[src/hdl/exu_isa_pkg.sv]
////////////////////////////////////////
// ISA widths and encodings for the reduced RV32 execution stage
// Shared by decode and the datapath modules
////////////////////////////////////////

package exu_isa_pkg;

  localparam int unsigned XLEN    = 32;
  localparam int unsigned RFIDX_W = 5;
  localparam int unsigned INSTR_W = 32;

  // Major opcodes of the supported subset
  typedef enum logic [6:0] {
    OPC_OP     = 7'b0110011,
    OPC_OP_IMM = 7'b0010011,
    OPC_LOAD   = 7'b0000011
  } opcode_e;

  typedef enum logic [2:0] {
    ALU_ADD,
    ALU_SUB,
    ALU_AND,
    ALU_OR,
    ALU_XOR,
    ALU_NONE  // Loads and illegal encodings
  } alu_op_e;

  // funct3
  localparam logic [2:0] F3_ADD = 3'b000;
  localparam logic [2:0] F3_XOR = 3'b100;
  localparam logic [2:0] F3_OR  = 3'b110;
  localparam logic [2:0] F3_AND = 3'b111;
  localparam logic [2:0] F3_LW  = 3'b010;

  // funct7
  localparam logic [6:0] F7_BASE = 7'b0000000;
  localparam logic [6:0] F7_SUB  = 7'b0100000;

endpackage

[src/hdl/exu_pipe_pkg.sv]
////////////////////////////////////////
// Packed structs passed between the execution stage modules
////////////////////////////////////////

package exu_pipe_pkg;

  // Tag field width on the LSU ports, enough for 16 OITF entries
  localparam int unsigned ITAG_FW = 4;

  typedef struct packed {
    logic                                valid;   // Legal instruction
    logic                                is_load;
    exu_isa_pkg::alu_op_e                alu_op;
    logic                                rs1en;
    logic                                rs2en;
    logic                                rdwen;   // Never set for x0
    logic [exu_isa_pkg::RFIDX_W-1:0]     rs1idx;
    logic [exu_isa_pkg::RFIDX_W-1:0]     rs2idx;
    logic [exu_isa_pkg::RFIDX_W-1:0]     rdidx;
    logic [exu_isa_pkg::XLEN-1:0]        imm;
  } dec_info_t;

  typedef struct packed {
    exu_isa_pkg::alu_op_e                alu_op;
    logic [exu_isa_pkg::XLEN-1:0]        op1;
    logic [exu_isa_pkg::XLEN-1:0]        op2;
    logic                                rdwen;
    logic [exu_isa_pkg::RFIDX_W-1:0]     rdidx;
  } alu_req_t;

  typedef struct packed {
    logic                                ena;
    logic [exu_isa_pkg::RFIDX_W-1:0]     rdidx;
    logic [exu_isa_pkg::XLEN-1:0]        wdat;
  } wbck_t;

  typedef struct packed {
    logic [exu_isa_pkg::XLEN-1:0]        addr;
    logic [ITAG_FW-1:0]                  itag;
  } ld_req_t;

  typedef struct packed {
    logic [exu_isa_pkg::XLEN-1:0]        wdat;
    logic [ITAG_FW-1:0]                  itag;
  } lsu_rsp_t;

  typedef struct packed {
    logic rs1_pend;  // Hit on a younger entry
    logic rs2_pend;
    logic rd_pend;   // Any entry
    logic rs1_ret;   // Hit on the head entry
    logic rs2_ret;
  } oitf_match_t;

  typedef struct packed {
    logic                                ena;
    logic                                rdwen;
    logic [exu_isa_pkg::RFIDX_W-1:0]     rdidx;
  } ret_t;

endpackage

[src/hdl/exu_decode.sv]
////////////////////////////////////////
// Instruction decoder for ADD SUB AND OR XOR ADDI and LW
// Purely combinational, feeds dispatch and the register file
////////////////////////////////////////
`timescale 1ns/100ps

module exu_decode (
  input  logic [exu_isa_pkg::INSTR_W-1:0] i_instr,
  output exu_pipe_pkg::dec_info_t         o_dec
);

  exu_isa_pkg::opcode_e opcode;
  logic [2:0]           funct3;
  logic [6:0]           funct7;

  assign opcode = exu_isa_pkg::opcode_e'(i_instr[6:0]);
  assign funct3 = i_instr[14:12];
  assign funct7 = i_instr[31:25];

  always_comb begin
    o_dec        = '0;
    o_dec.alu_op = exu_isa_pkg::ALU_NONE;
    o_dec.rs1idx = i_instr[19:15];
    o_dec.rs2idx = i_instr[24:20];
    o_dec.rdidx  = i_instr[11:7];
    o_dec.imm    = {{20{i_instr[31]}}, i_instr[31:20]};  // I-type

    case (opcode)
      exu_isa_pkg::OPC_OP: begin
        if (funct7 == exu_isa_pkg::F7_BASE) begin
          case (funct3)
            exu_isa_pkg::F3_ADD: o_dec.alu_op = exu_isa_pkg::ALU_ADD;
            exu_isa_pkg::F3_XOR: o_dec.alu_op = exu_isa_pkg::ALU_XOR;
            exu_isa_pkg::F3_OR:  o_dec.alu_op = exu_isa_pkg::ALU_OR;
            exu_isa_pkg::F3_AND: o_dec.alu_op = exu_isa_pkg::ALU_AND;
            default:             o_dec.alu_op = exu_isa_pkg::ALU_NONE;
          endcase
        end else if (funct7 == exu_isa_pkg::F7_SUB && funct3 == exu_isa_pkg::F3_ADD) begin
          o_dec.alu_op = exu_isa_pkg::ALU_SUB;
        end
        o_dec.valid = (o_dec.alu_op != exu_isa_pkg::ALU_NONE);
        o_dec.rs2en = o_dec.valid;
      end
      exu_isa_pkg::OPC_OP_IMM: begin
        o_dec.valid  = (funct3 == exu_isa_pkg::F3_ADD);  // ADDI only
        o_dec.alu_op = o_dec.valid ? exu_isa_pkg::ALU_ADD : exu_isa_pkg::ALU_NONE;
      end
      exu_isa_pkg::OPC_LOAD: begin
        o_dec.valid   = (funct3 == exu_isa_pkg::F3_LW);
        o_dec.is_load = o_dec.valid;
      end
      default: o_dec.valid = 1'b0;
    endcase

    // All legal ops read rs1 and write rd
    o_dec.rs1en = o_dec.valid;
    o_dec.rdwen = o_dec.valid & (o_dec.rdidx != '0);
  end

endmodule

[src/hdl/exu_regfile.sv]
////////////////////////////////////////
// Integer register file, 2 read ports and 1 write port
// x0 is hardwired to zero
////////////////////////////////////////
`timescale 1ns/100ps

module exu_regfile (
  input  logic                            clk,
  input  logic                            i_rst,
  input  logic [exu_isa_pkg::RFIDX_W-1:0] i_rs1idx,
  input  logic [exu_isa_pkg::RFIDX_W-1:0] i_rs2idx,
  output logic [exu_isa_pkg::XLEN-1:0]    o_rs1,
  output logic [exu_isa_pkg::XLEN-1:0]    o_rs2,
  input  exu_pipe_pkg::wbck_t             i_wbck
);

  logic [exu_isa_pkg::XLEN-1:0] rf_q [1:31];  // No storage for x0

  always_ff @(posedge clk) begin
    if (i_rst) begin
      for (int i = 1; i < 32; i++) begin
        rf_q[i] <= '0;
      end
    end else if (i_wbck.ena && i_wbck.rdidx != '0) begin
      rf_q[i_wbck.rdidx] <= i_wbck.wdat;
    end
  end

  // Asynchronous read
  assign o_rs1 = (i_rs1idx == '0) ? '0 : rf_q[i_rs1idx];
  assign o_rs2 = (i_rs2idx == '0) ? '0 : rf_q[i_rs2idx];

endmodule

[src/hdl/exu_oitf.sv]
////////////////////////////////////////
// Outstanding instruction FIFO for loads in flight
// Allocated at load issue, retired at LSU response
////////////////////////////////////////
`timescale 1ns/100ps

module exu_oitf #(
  parameter int unsigned OITF_DEPTH = 4,
  parameter int unsigned ITAG_W     = 2
) (
  input  logic                            clk,
  input  logic                            i_rst,
  input  logic                            i_alloc,
  input  logic                            i_alloc_rdwen,
  input  logic [exu_isa_pkg::RFIDX_W-1:0] i_alloc_rdidx,
  output logic [ITAG_W-1:0]               o_alloc_ptr,
  input  logic                            i_ret_ena,
  output exu_pipe_pkg::ret_t              o_ret,
  input  logic                            i_rs1en,
  input  logic                            i_rs2en,
  input  logic                            i_rdwen,
  input  logic [exu_isa_pkg::RFIDX_W-1:0] i_rs1idx,
  input  logic [exu_isa_pkg::RFIDX_W-1:0] i_rs2idx,
  input  logic [exu_isa_pkg::RFIDX_W-1:0] i_rdidx,
  output exu_pipe_pkg::oitf_match_t       o_match,
  output logic                            o_full,
  output logic                            o_empty
);

  logic [ITAG_W-1:0]               wptr_q;
  logic [ITAG_W-1:0]               rptr_q;
  logic                            wwrap_q;
  logic                            rwrap_q;
  logic [OITF_DEPTH-1:0]           vld_q;
  logic [OITF_DEPTH-1:0]           rdwen_q;
  logic [exu_isa_pkg::RFIDX_W-1:0] rdidx_q [OITF_DEPTH];

  ////////////////////////////////////////
  // Pointers and entry valid bits
  always_ff @(posedge clk) begin
    if (i_rst) begin
      {wwrap_q, wptr_q} <= '0;
      {rwrap_q, rptr_q} <= '0;
      vld_q             <= '0;
    end else begin
      if (i_ret_ena) begin
        vld_q[rptr_q]     <= 1'b0;
        {rwrap_q, rptr_q} <= {rwrap_q, rptr_q} + 1'b1;
      end
      if (i_alloc) begin
        vld_q[wptr_q]     <= 1'b1;
        {wwrap_q, wptr_q} <= {wwrap_q, wptr_q} + 1'b1;
      end
    end
  end

  always_ff @(posedge clk) begin
    if (i_alloc) begin
      rdwen_q[wptr_q] <= i_alloc_rdwen;
      rdidx_q[wptr_q] <= i_alloc_rdidx;
    end
  end

  ////////////////////////////////////////
  // Hazard compare, head entry reported apart
  always_comb begin
    logic hit;
    logic head;
    o_match = '0;
    for (int i = 0; i < OITF_DEPTH; i++) begin
      hit  = vld_q[i] & rdwen_q[i];
      head = (ITAG_W'(i) == rptr_q);
      if (hit && i_rs1en && rdidx_q[i] == i_rs1idx) begin
        if (head) o_match.rs1_ret = 1'b1;
        else      o_match.rs1_pend = 1'b1;
      end
      if (hit && i_rs2en && rdidx_q[i] == i_rs2idx) begin
        if (head) o_match.rs2_ret = 1'b1;
        else      o_match.rs2_pend = 1'b1;
      end
      if (hit && i_rdwen && rdidx_q[i] == i_rdidx) o_match.rd_pend = 1'b1;
    end
  end

  assign o_ret.ena   = vld_q[rptr_q];  // Head is outstanding
  assign o_ret.rdwen = rdwen_q[rptr_q];
  assign o_ret.rdidx = rdidx_q[rptr_q];

  assign o_alloc_ptr = wptr_q;
  assign o_full      = (wptr_q == rptr_q) & (wwrap_q != rwrap_q);
  assign o_empty     = (wptr_q == rptr_q) & (wwrap_q == rwrap_q);

endmodule

[src/hdl/exu_disp.sv]
////////////////////////////////////////
// Dispatch with operand forwarding and hazard stalls
// Sends ALU ops to the ALU and loads to the LSU port
////////////////////////////////////////
`timescale 1ns/100ps

module exu_disp #(
  parameter int unsigned OITF_DEPTH = 4,
  parameter int unsigned ITAG_W     = 2
) (
  input  logic                         i_valid,
  output logic                         o_ready,
  input  exu_pipe_pkg::dec_info_t      i_dec,
  input  logic [exu_isa_pkg::XLEN-1:0] i_rs1,
  input  logic [exu_isa_pkg::XLEN-1:0] i_rs2,
  input  exu_pipe_pkg::oitf_match_t    i_match,
  input  logic                         i_oitf_full,
  input  logic [ITAG_W-1:0]            i_alloc_ptr,
  input  logic                         i_lsu_fwd_ena,
  input  logic [exu_isa_pkg::XLEN-1:0] i_lsu_wdat,
  output exu_pipe_pkg::alu_req_t       o_alu,
  input  logic                         i_alu_grant,
  output logic                         o_ld_valid,
  output exu_pipe_pkg::ld_req_t        o_ld,
  input  logic                         i_ld_ready,
  output logic                         o_alloc
);

  logic                         is_alu;
  logic                         is_ld;
  logic                         raw_stall;
  logic                         waw_stall;
  logic [exu_isa_pkg::XLEN-1:0] op_rs1;
  logic [exu_isa_pkg::XLEN-1:0] op_rs2;

  assign is_alu = i_dec.valid & ~i_dec.is_load;
  assign is_ld  = i_dec.valid & i_dec.is_load;

  // Head hit is only safe when its data retires this cycle
  assign raw_stall = i_match.rs1_pend | (i_match.rs1_ret & ~i_lsu_fwd_ena)
                   | i_match.rs2_pend | (i_match.rs2_ret & ~i_lsu_fwd_ena);
  assign waw_stall = is_alu & i_match.rd_pend;

  ////////////////////////////////////////
  // Operand select
  assign op_rs1 = (i_match.rs1_ret & i_lsu_fwd_ena) ? i_lsu_wdat : i_rs1;
  assign op_rs2 = (i_match.rs2_ret & i_lsu_fwd_ena) ? i_lsu_wdat : i_rs2;

  assign o_alu.alu_op = i_dec.alu_op;
  assign o_alu.op1    = op_rs1;
  assign o_alu.op2    = i_dec.rs2en ? op_rs2 : i_dec.imm;
  assign o_alu.rdwen  = is_alu & i_dec.rdwen;
  assign o_alu.rdidx  = i_dec.rdidx;

  ////////////////////////////////////////
  // Load port
  assign o_ld_valid = i_valid & is_ld & ~raw_stall & ~i_oitf_full;
  assign o_ld.addr  = op_rs1 + i_dec.imm;
  assign o_ld.itag  = exu_pipe_pkg::ITAG_FW'(i_alloc_ptr);  // Upper tag bits zero
  assign o_alloc    = o_ld_valid & i_ld_ready;

  // Illegal encodings fall through as accepted no-ops
  always_comb begin
    if (raw_stall) begin
      o_ready = 1'b0;
    end else if (is_alu) begin
      o_ready = ~waw_stall & i_alu_grant;
    end else if (is_ld) begin
      o_ready = i_ld_ready & ~i_oitf_full;
    end else begin
      o_ready = 1'b1;
    end
  end

endmodule

[src/hdl/exu_alu.sv]
////////////////////////////////////////
// Single-cycle integer ALU
// Result goes straight to the writeback arbiter
////////////////////////////////////////
`timescale 1ns/100ps

module exu_alu (
  input  exu_pipe_pkg::alu_req_t i_req,
  input  logic                   i_fire,
  output exu_pipe_pkg::wbck_t    o_wbck
);

  logic [exu_isa_pkg::XLEN-1:0] res;

  always_comb begin
    case (i_req.alu_op)
      exu_isa_pkg::ALU_ADD: res = i_req.op1 + i_req.op2;
      exu_isa_pkg::ALU_SUB: res = i_req.op1 - i_req.op2;
      exu_isa_pkg::ALU_AND: res = i_req.op1 & i_req.op2;
      exu_isa_pkg::ALU_OR:  res = i_req.op1 | i_req.op2;
      exu_isa_pkg::ALU_XOR: res = i_req.op1 ^ i_req.op2;
      default:              res = '0;
    endcase
  end

  assign o_wbck.ena   = i_fire & i_req.rdwen;  // Only while issuing
  assign o_wbck.rdidx = i_req.rdidx;
  assign o_wbck.wdat  = res;

endmodule

[src/hdl/exu_wbck.sv]
////////////////////////////////////////
// Final writeback arbiter, LSU responses win over the ALU
// Also retires the OITF head and feeds forwarding
////////////////////////////////////////
`timescale 1ns/100ps

module exu_wbck #(
  parameter int unsigned ITAG_W = 2
) (
  input  logic                         i_lsu_valid,
  input  exu_pipe_pkg::lsu_rsp_t       i_lsu,
  output logic                         o_lsu_ready,
  input  exu_pipe_pkg::ret_t           i_ret,
  output logic                         o_ret_ena,
  input  exu_pipe_pkg::wbck_t          i_alu_wbck,
  output logic                         o_alu_grant,
  output logic                         o_fwd_ena,
  output logic [exu_isa_pkg::XLEN-1:0] o_fwd_wdat,
  output exu_pipe_pkg::wbck_t          o_wbck
);

  logic tag_ok;
  logic lsu_wr;

  // A response tag outside the OITF range writes nothing
  assign tag_ok = ((i_lsu.itag >> ITAG_W) == '0);

  assign o_lsu_ready = i_lsu_valid;
  assign o_ret_ena   = i_lsu_valid & o_lsu_ready;
  assign o_alu_grant = ~i_lsu_valid;

  assign lsu_wr = i_lsu_valid & i_ret.ena & i_ret.rdwen & tag_ok;

  // Forward the retiring load data to dispatch
  assign o_fwd_ena  = lsu_wr;
  assign o_fwd_wdat = i_lsu.wdat;

  always_comb begin
    if (i_lsu_valid) begin
      o_wbck.ena   = lsu_wr;
      o_wbck.rdidx = i_ret.rdidx;  // rd comes from the OITF, not the LSU
      o_wbck.wdat  = i_lsu.wdat;
    end else begin
      o_wbck = i_alu_wbck;
    end
  end

endmodule

[src/hdl/exu_top.sv]
////////////////////////////////////////
// Reduced RV32 execution stage
// Instruction in, load requests out, register writes exported
////////////////////////////////////////
`timescale 1ns/100ps

module exu_top #(
  parameter int unsigned OITF_DEPTH = 4  // Power of two
) (
  input  logic                            clk,
  input  logic                            i_rst,
  input  logic                            i_valid,
  input  logic [exu_isa_pkg::INSTR_W-1:0] i_instr,
  output logic                            o_ready,
  output logic                            o_ld_valid,
  output exu_pipe_pkg::ld_req_t           o_ld,
  input  logic                            i_ld_ready,
  input  logic                            i_lsu_valid,
  input  exu_pipe_pkg::lsu_rsp_t          i_lsu,
  output logic                            o_lsu_ready,
  output exu_pipe_pkg::wbck_t             o_wbck,
  output logic                            o_oitf_empty
);

  localparam int unsigned ITAG_W = $clog2(OITF_DEPTH);

  exu_pipe_pkg::dec_info_t      dec;
  logic [exu_isa_pkg::XLEN-1:0] rf_rs1;
  logic [exu_isa_pkg::XLEN-1:0] rf_rs2;
  exu_pipe_pkg::oitf_match_t    oitf_match;
  logic                         oitf_full;
  logic [ITAG_W-1:0]            alloc_ptr;
  logic                         alloc;
  exu_pipe_pkg::ret_t           oitf_ret;
  logic                         ret_ena;
  exu_pipe_pkg::alu_req_t       alu_req;
  exu_pipe_pkg::wbck_t          alu_wbck;
  logic                         alu_grant;
  logic                         fwd_ena;
  logic [exu_isa_pkg::XLEN-1:0] fwd_wdat;

  exu_decode u_decode (.i_instr(i_instr), .o_dec(dec));

  exu_regfile u_regfile (
    .clk(clk), .i_rst(i_rst),
    .i_rs1idx(dec.rs1idx), .i_rs2idx(dec.rs2idx),
    .o_rs1(rf_rs1), .o_rs2(rf_rs2),
    .i_wbck(o_wbck)
  );

  exu_oitf #(.OITF_DEPTH(OITF_DEPTH), .ITAG_W(ITAG_W)) u_oitf (
    .clk(clk), .i_rst(i_rst),
    .i_alloc(alloc), .i_alloc_rdwen(dec.rdwen), .i_alloc_rdidx(dec.rdidx),
    .o_alloc_ptr(alloc_ptr),
    .i_ret_ena(ret_ena), .o_ret(oitf_ret),
    .i_rs1en(dec.rs1en), .i_rs2en(dec.rs2en), .i_rdwen(dec.rdwen),
    .i_rs1idx(dec.rs1idx), .i_rs2idx(dec.rs2idx), .i_rdidx(dec.rdidx),
    .o_match(oitf_match), .o_full(oitf_full), .o_empty(o_oitf_empty)
  );

  exu_disp #(.OITF_DEPTH(OITF_DEPTH), .ITAG_W(ITAG_W)) u_disp (
    .i_valid(i_valid), .o_ready(o_ready), .i_dec(dec),
    .i_rs1(rf_rs1), .i_rs2(rf_rs2),
    .i_match(oitf_match), .i_oitf_full(oitf_full), .i_alloc_ptr(alloc_ptr),
    .i_lsu_fwd_ena(fwd_ena), .i_lsu_wdat(fwd_wdat),
    .o_alu(alu_req), .i_alu_grant(alu_grant),
    .o_ld_valid(o_ld_valid), .o_ld(o_ld), .i_ld_ready(i_ld_ready),
    .o_alloc(alloc)
  );

  // Issue happens on the input handshake
  exu_alu u_alu (.i_req(alu_req), .i_fire(i_valid & o_ready), .o_wbck(alu_wbck));

  exu_wbck #(.ITAG_W(ITAG_W)) u_wbck (
    .i_lsu_valid(i_lsu_valid), .i_lsu(i_lsu), .o_lsu_ready(o_lsu_ready),
    .i_ret(oitf_ret), .o_ret_ena(ret_ena),
    .i_alu_wbck(alu_wbck), .o_alu_grant(alu_grant),
    .o_fwd_ena(fwd_ena), .o_fwd_wdat(fwd_wdat),
    .o_wbck(o_wbck)
  );

endmodule

[config.mk]
export PLATFORM = sky130hd
export DESIGN_NAME = exu_top
export DESIGN_NICKNAME = d
export VERILOG_FILES = /design/src/hdl/exu_isa_pkg.sv /design/src/hdl/exu_pipe_pkg.sv /design/src/hdl/exu_decode.sv /design/src/hdl/exu_regfile.sv /design/src/hdl/exu_oitf.sv /design/src/hdl/exu_disp.sv /design/src/hdl/exu_alu.sv /design/src/hdl/exu_wbck.sv /design/src/hdl/exu_top.sv
export SDC_FILE = /design/constraint.sdc
export NUM_CORES = 2
export LEC_CHECK = 0
export ABC_CLOCK_PERIOD_IN_PS = 7400
export BUFFER_PORTS_ARGS = -buffer_cell sky130_fd_sc_hd__buf_4
export CAP_MARGIN = 20
export CORE_ASPECT_RATIO = 2
export CORE_MARGIN = 2
export CORE_UTILIZATION = 28
export DETAILED_ROUTE_END_ITERATION = 7
export GPL_ROUTABILITY_DRIVEN = 0
export SLEW_MARGIN = 10
export SYNTH_ARGS = -nofsm -noshare
export SYNTH_HDL_FRONTEND = slang
export SYNTH_SLANG_ARGS = --single-unit
[constraint.sdc]
create_clock -name clk -period 7.4 [get_ports clk]
set_clock_uncertainty 0.15 [all_clocks]
set_input_delay 0 -clock clk [delete_from_list [all_inputs] [get_ports clk]]
set_output_delay 0 -clock clk [all_outputs]
set_load 0.01 [all_outputs]
==> impl_metrics.tcl <==
set metrics [dict create \
    status "finished, violations left" \
    violations "DRC" \
    finalHoldViolations 0 \
    power_density_nw_per_um2 198 \
    async_reset_ff_share_pct 0 \
    mostFrequentLayoutCell "nor2_1" \
    synth-seq-cells 1060 \
    num_vias 47500 \
    synth_mux_area_share_pct 21.5 \
    clk_pin_slew_ns 0.07 \
    clock_latency_ns 0.70 \
    viasPerCell 5.74 \
    arrival_ns 7.12 \
    detail-route-antenna-nets 0 \
    worst_slew_pin_slew_ns 1.14 \
    hpwl_um 172000 \
    rsz0062_at_grt "yes" \
    initial_core_util_pct 28.1 \
    max_freq_ghz 0.138 \
    grt_max_degree 68 \
    synth_top_family_by_area "multiplexers" \
    synthesis.area_um2 61900 \
    final_cell_mix "1130 x nor2_1, 1048 x edfxtp_1, 537 x buf_4" \
    gr-total-overflow 0 \
    htree_num_levels 3 \
    row_count 244 \
    fin_crit_ns 7.27 \
    post-route-period-util_pct 98.3 \
    end_kind "output pin" \
    dieArea_um2 225000 \
    synth-main-ff-cell "edfxtp_1" \
    required_ns 7.25 \
    synth_cell_types 90 \
    numPortBuffers 146 \
    grt_pass1_wl_um 351000 \
    peakVddDrop_uv 166 \
    final_cells 8280 \
    yosysWarnings 0 \
    slew_headroom_pct 23.7 \
    drive_gt1_share_pct 27.3 \
    synth-xor-area-share_pct 2.14 \
    grtUsageTotal_pct 21.9 \
    dp_cells 8036 \
    synth_area_leaders "edfxtp_1 51%, mux4_2 18%, nor2_1 6.9%" \
    synth-seq-area-share_pct 51.2 \
    synthAdderAreaFrac_pct 2.79 \
    synthCells 4951 \
    hold_path.class "in2reg" \
    cts_tree "yes" \
    area_delta_synth_final_pct 17.7 \
    syn_avg_cell_area_um2 12.5 \
    core_region_area_um2 220000 \
    yosysTopAreaCell "edfxtp_1" \
    drv_slew 0 \
    die_w_um 336 \
    ios 151 \
    first_pass_iters 8 \
    start_kind "flop" \
    antenna_found_initial 13 \
    synth_edf_count 1048 \
    drt-initial-drc-count 5894 \
    synth_top_cell_area_share_pct 50.8 \
    clockRootBuffer "clkbuf_16" \
    wl_per_cell_um 30.6 \
    path_max_fanout 8 \
    synth-compound-area-share_pct 6.90 \
    crit_path_max_incr_delay_ns 0.57 \
    grt_pass1_vias 48400 \
    cts-buffers-inserted 82 \
    cts_max_path_buffers 3 \
    crit_slowest_cell "or4_4" \
    setup_viol 0 \
    route.detailed.drc 2 \
    nets 5467 \
    die_h_um 669 \
    crit_type "reg2out" \
    drv_cap 0 \
    nFillCells 21800 \
    cts_sinks 1060 \
    finalSetupTns_ns 0 \
    drt_wl_total_um 253000 \
    synthSimpleGateAreaFrac_pct 11.4 \
    p_leak_uw 0.0264 \
]
[state kept, by name, summed over array words and instances, names as in the netlist, named ones only]
| name | flops |
|---|---|
| u_oitf.vld_q | 4 |
| u_oitf.wwrap_q | 1 |
| u_oitf.rptr_q | 2 |
| u_regfile.rf_q | 1024 |
| u_oitf.rdwen_q | 4 |
| u_oitf.rdidx_q | 20 |
| u_oitf.rwrap_q | 1 |
| u_oitf.o_alloc_ptr | 2 |
[critical path: cells and delay by family (launching register included)]
kind,cells,cell delay [ns]
simple gates,9,1.84
compound gates,9,1.78
buf+inv,7,1.11
mux,2,0.69
fa+ha+maj,2,0.50
flops,1,0.38
xor+xnor,1,0.12
[kinds of logic (layout without fill, tap and decap cells)]
group | Yosys count | count (layout)
buffers and inverters | 584 | 920
other | 1 | 42
flip-flops | 1060 | 1060
AO/OA/AOI/OAI | 613 | 613
AND/OR/NAND/NOR | 1696 | 1696
adder cells (fa/ha/maj) | 137 | 137
XOR/XNOR | 151 | 151
multiplexers | 709 | 709
[area by class of cell]
cell class / count / area [um2] / share of cell area [%]
diodes: 8 / 20.0 / 0.0275
clock buffers: 99 / 2190 / 3.01
clock inverters: 48 / 488 / 0.670
inverters: 129 / 487 / 0.668
multi-input cells: 3340 / 28500 / 39.2
flip-flops and latches: 1060 / 31700 / 43.5
well taps: 2952 / 3690 / 5.07
repair buffers: 644 / 5730 / 7.87
[timing repair]
action / in CTS / in global routing
cloned: 3 / 3
endpoints found under the hold margin: 980 / 0
hold buffers: 44 / 0
gates resized for setup: 5 / 48
endpoints found under the setup margin: 4 / 75
pin swaps: 5 / 26
buffers inserted: 6 / 32
[final timing paths]
| path | start | to | slack (ns) | cells after the start |
|---|---|---|---|---|
| max | u_oitf.rdwen_q[0] | o_wbck[31] | 0.13 | 30 |
| min reg2reg | u_oitf.vld_q[3] | u_oitf.vld_q[3] | 0.33 | 2 |
| min | i_valid | u_oitf.rdidx_q[0][0] | 0.05 | 4 |
| max reg2reg | u_oitf.rdwen_q[0] | u_regfile.rf_q[18][30] | 0.42 | 30 |
[metrics by stage]
stage	power, uW	setup slack (ns)	hold WS [ns]	util [%]	cell area (um2)
CTS	14300	-0.0567	0.0524	32.8	72300
global placement	9660	0.347	0.180	31.3	69000
detailed placement	9720	0.284	0.186	31.3	69000
finish	14400	0.128	0.0523	33.1	72900
floorplan	8530	0.0481	-0.0582	-	62000
global route	14700	-0.0721	0.0875	33.0	72800
[cell usage after synthesis (10+ instances only)]
cell      instances
a221oi_1         28
o31ai_1          11
buf_6            18
nand4_1          15
o22ai_1          29
mux2i_1         183
mux2_2           35
ha_1            135
or2_2            12
a21oi_1         121
o221ai_1         29
nor2_1         1135
o21a_1           15
nor4_1           15
buf_4            13
o21ai_0          86
nor2b_1          21
dfxtp_1          12
a211oi_1         20
mux4_2          490
nand2b_1         49
nand2_1         248
a21o_1           35
a21oi_2          29
o211ai_1         11
xnor2_1         123
edfxtp_1       1048
buf_1            43
a22oi_1          61
o21bai_1         13
inv_1           126
a31oi_1          35
nand3_1          59
or3_1            16
buf_2            45
clkbuf_1        332
a221o_1          10
nor3_1           62
and2_1           16
a22o_1           13
xor2_1           28
and3_1           23
[power breakdown]
| part | total, uW | internal (uW) | switching, uW |
|---|---|---|---|
| sequential | 6890 | 6780 | 112 |
| combinational | 2810 | 1170 | 1650 |
| clock | 4690 | 2440 | 2250 |
[metal layers]
metal | share of wire, % | track usage [%]
met3 | 9.0 | 3.91
met4 | 11 | 20.2
met5 | 0.035 | 0
met2 | 50 | 38.6
met1 | 30 | 21.7
No activity file was read; power rests on OpenSTA's default activity.
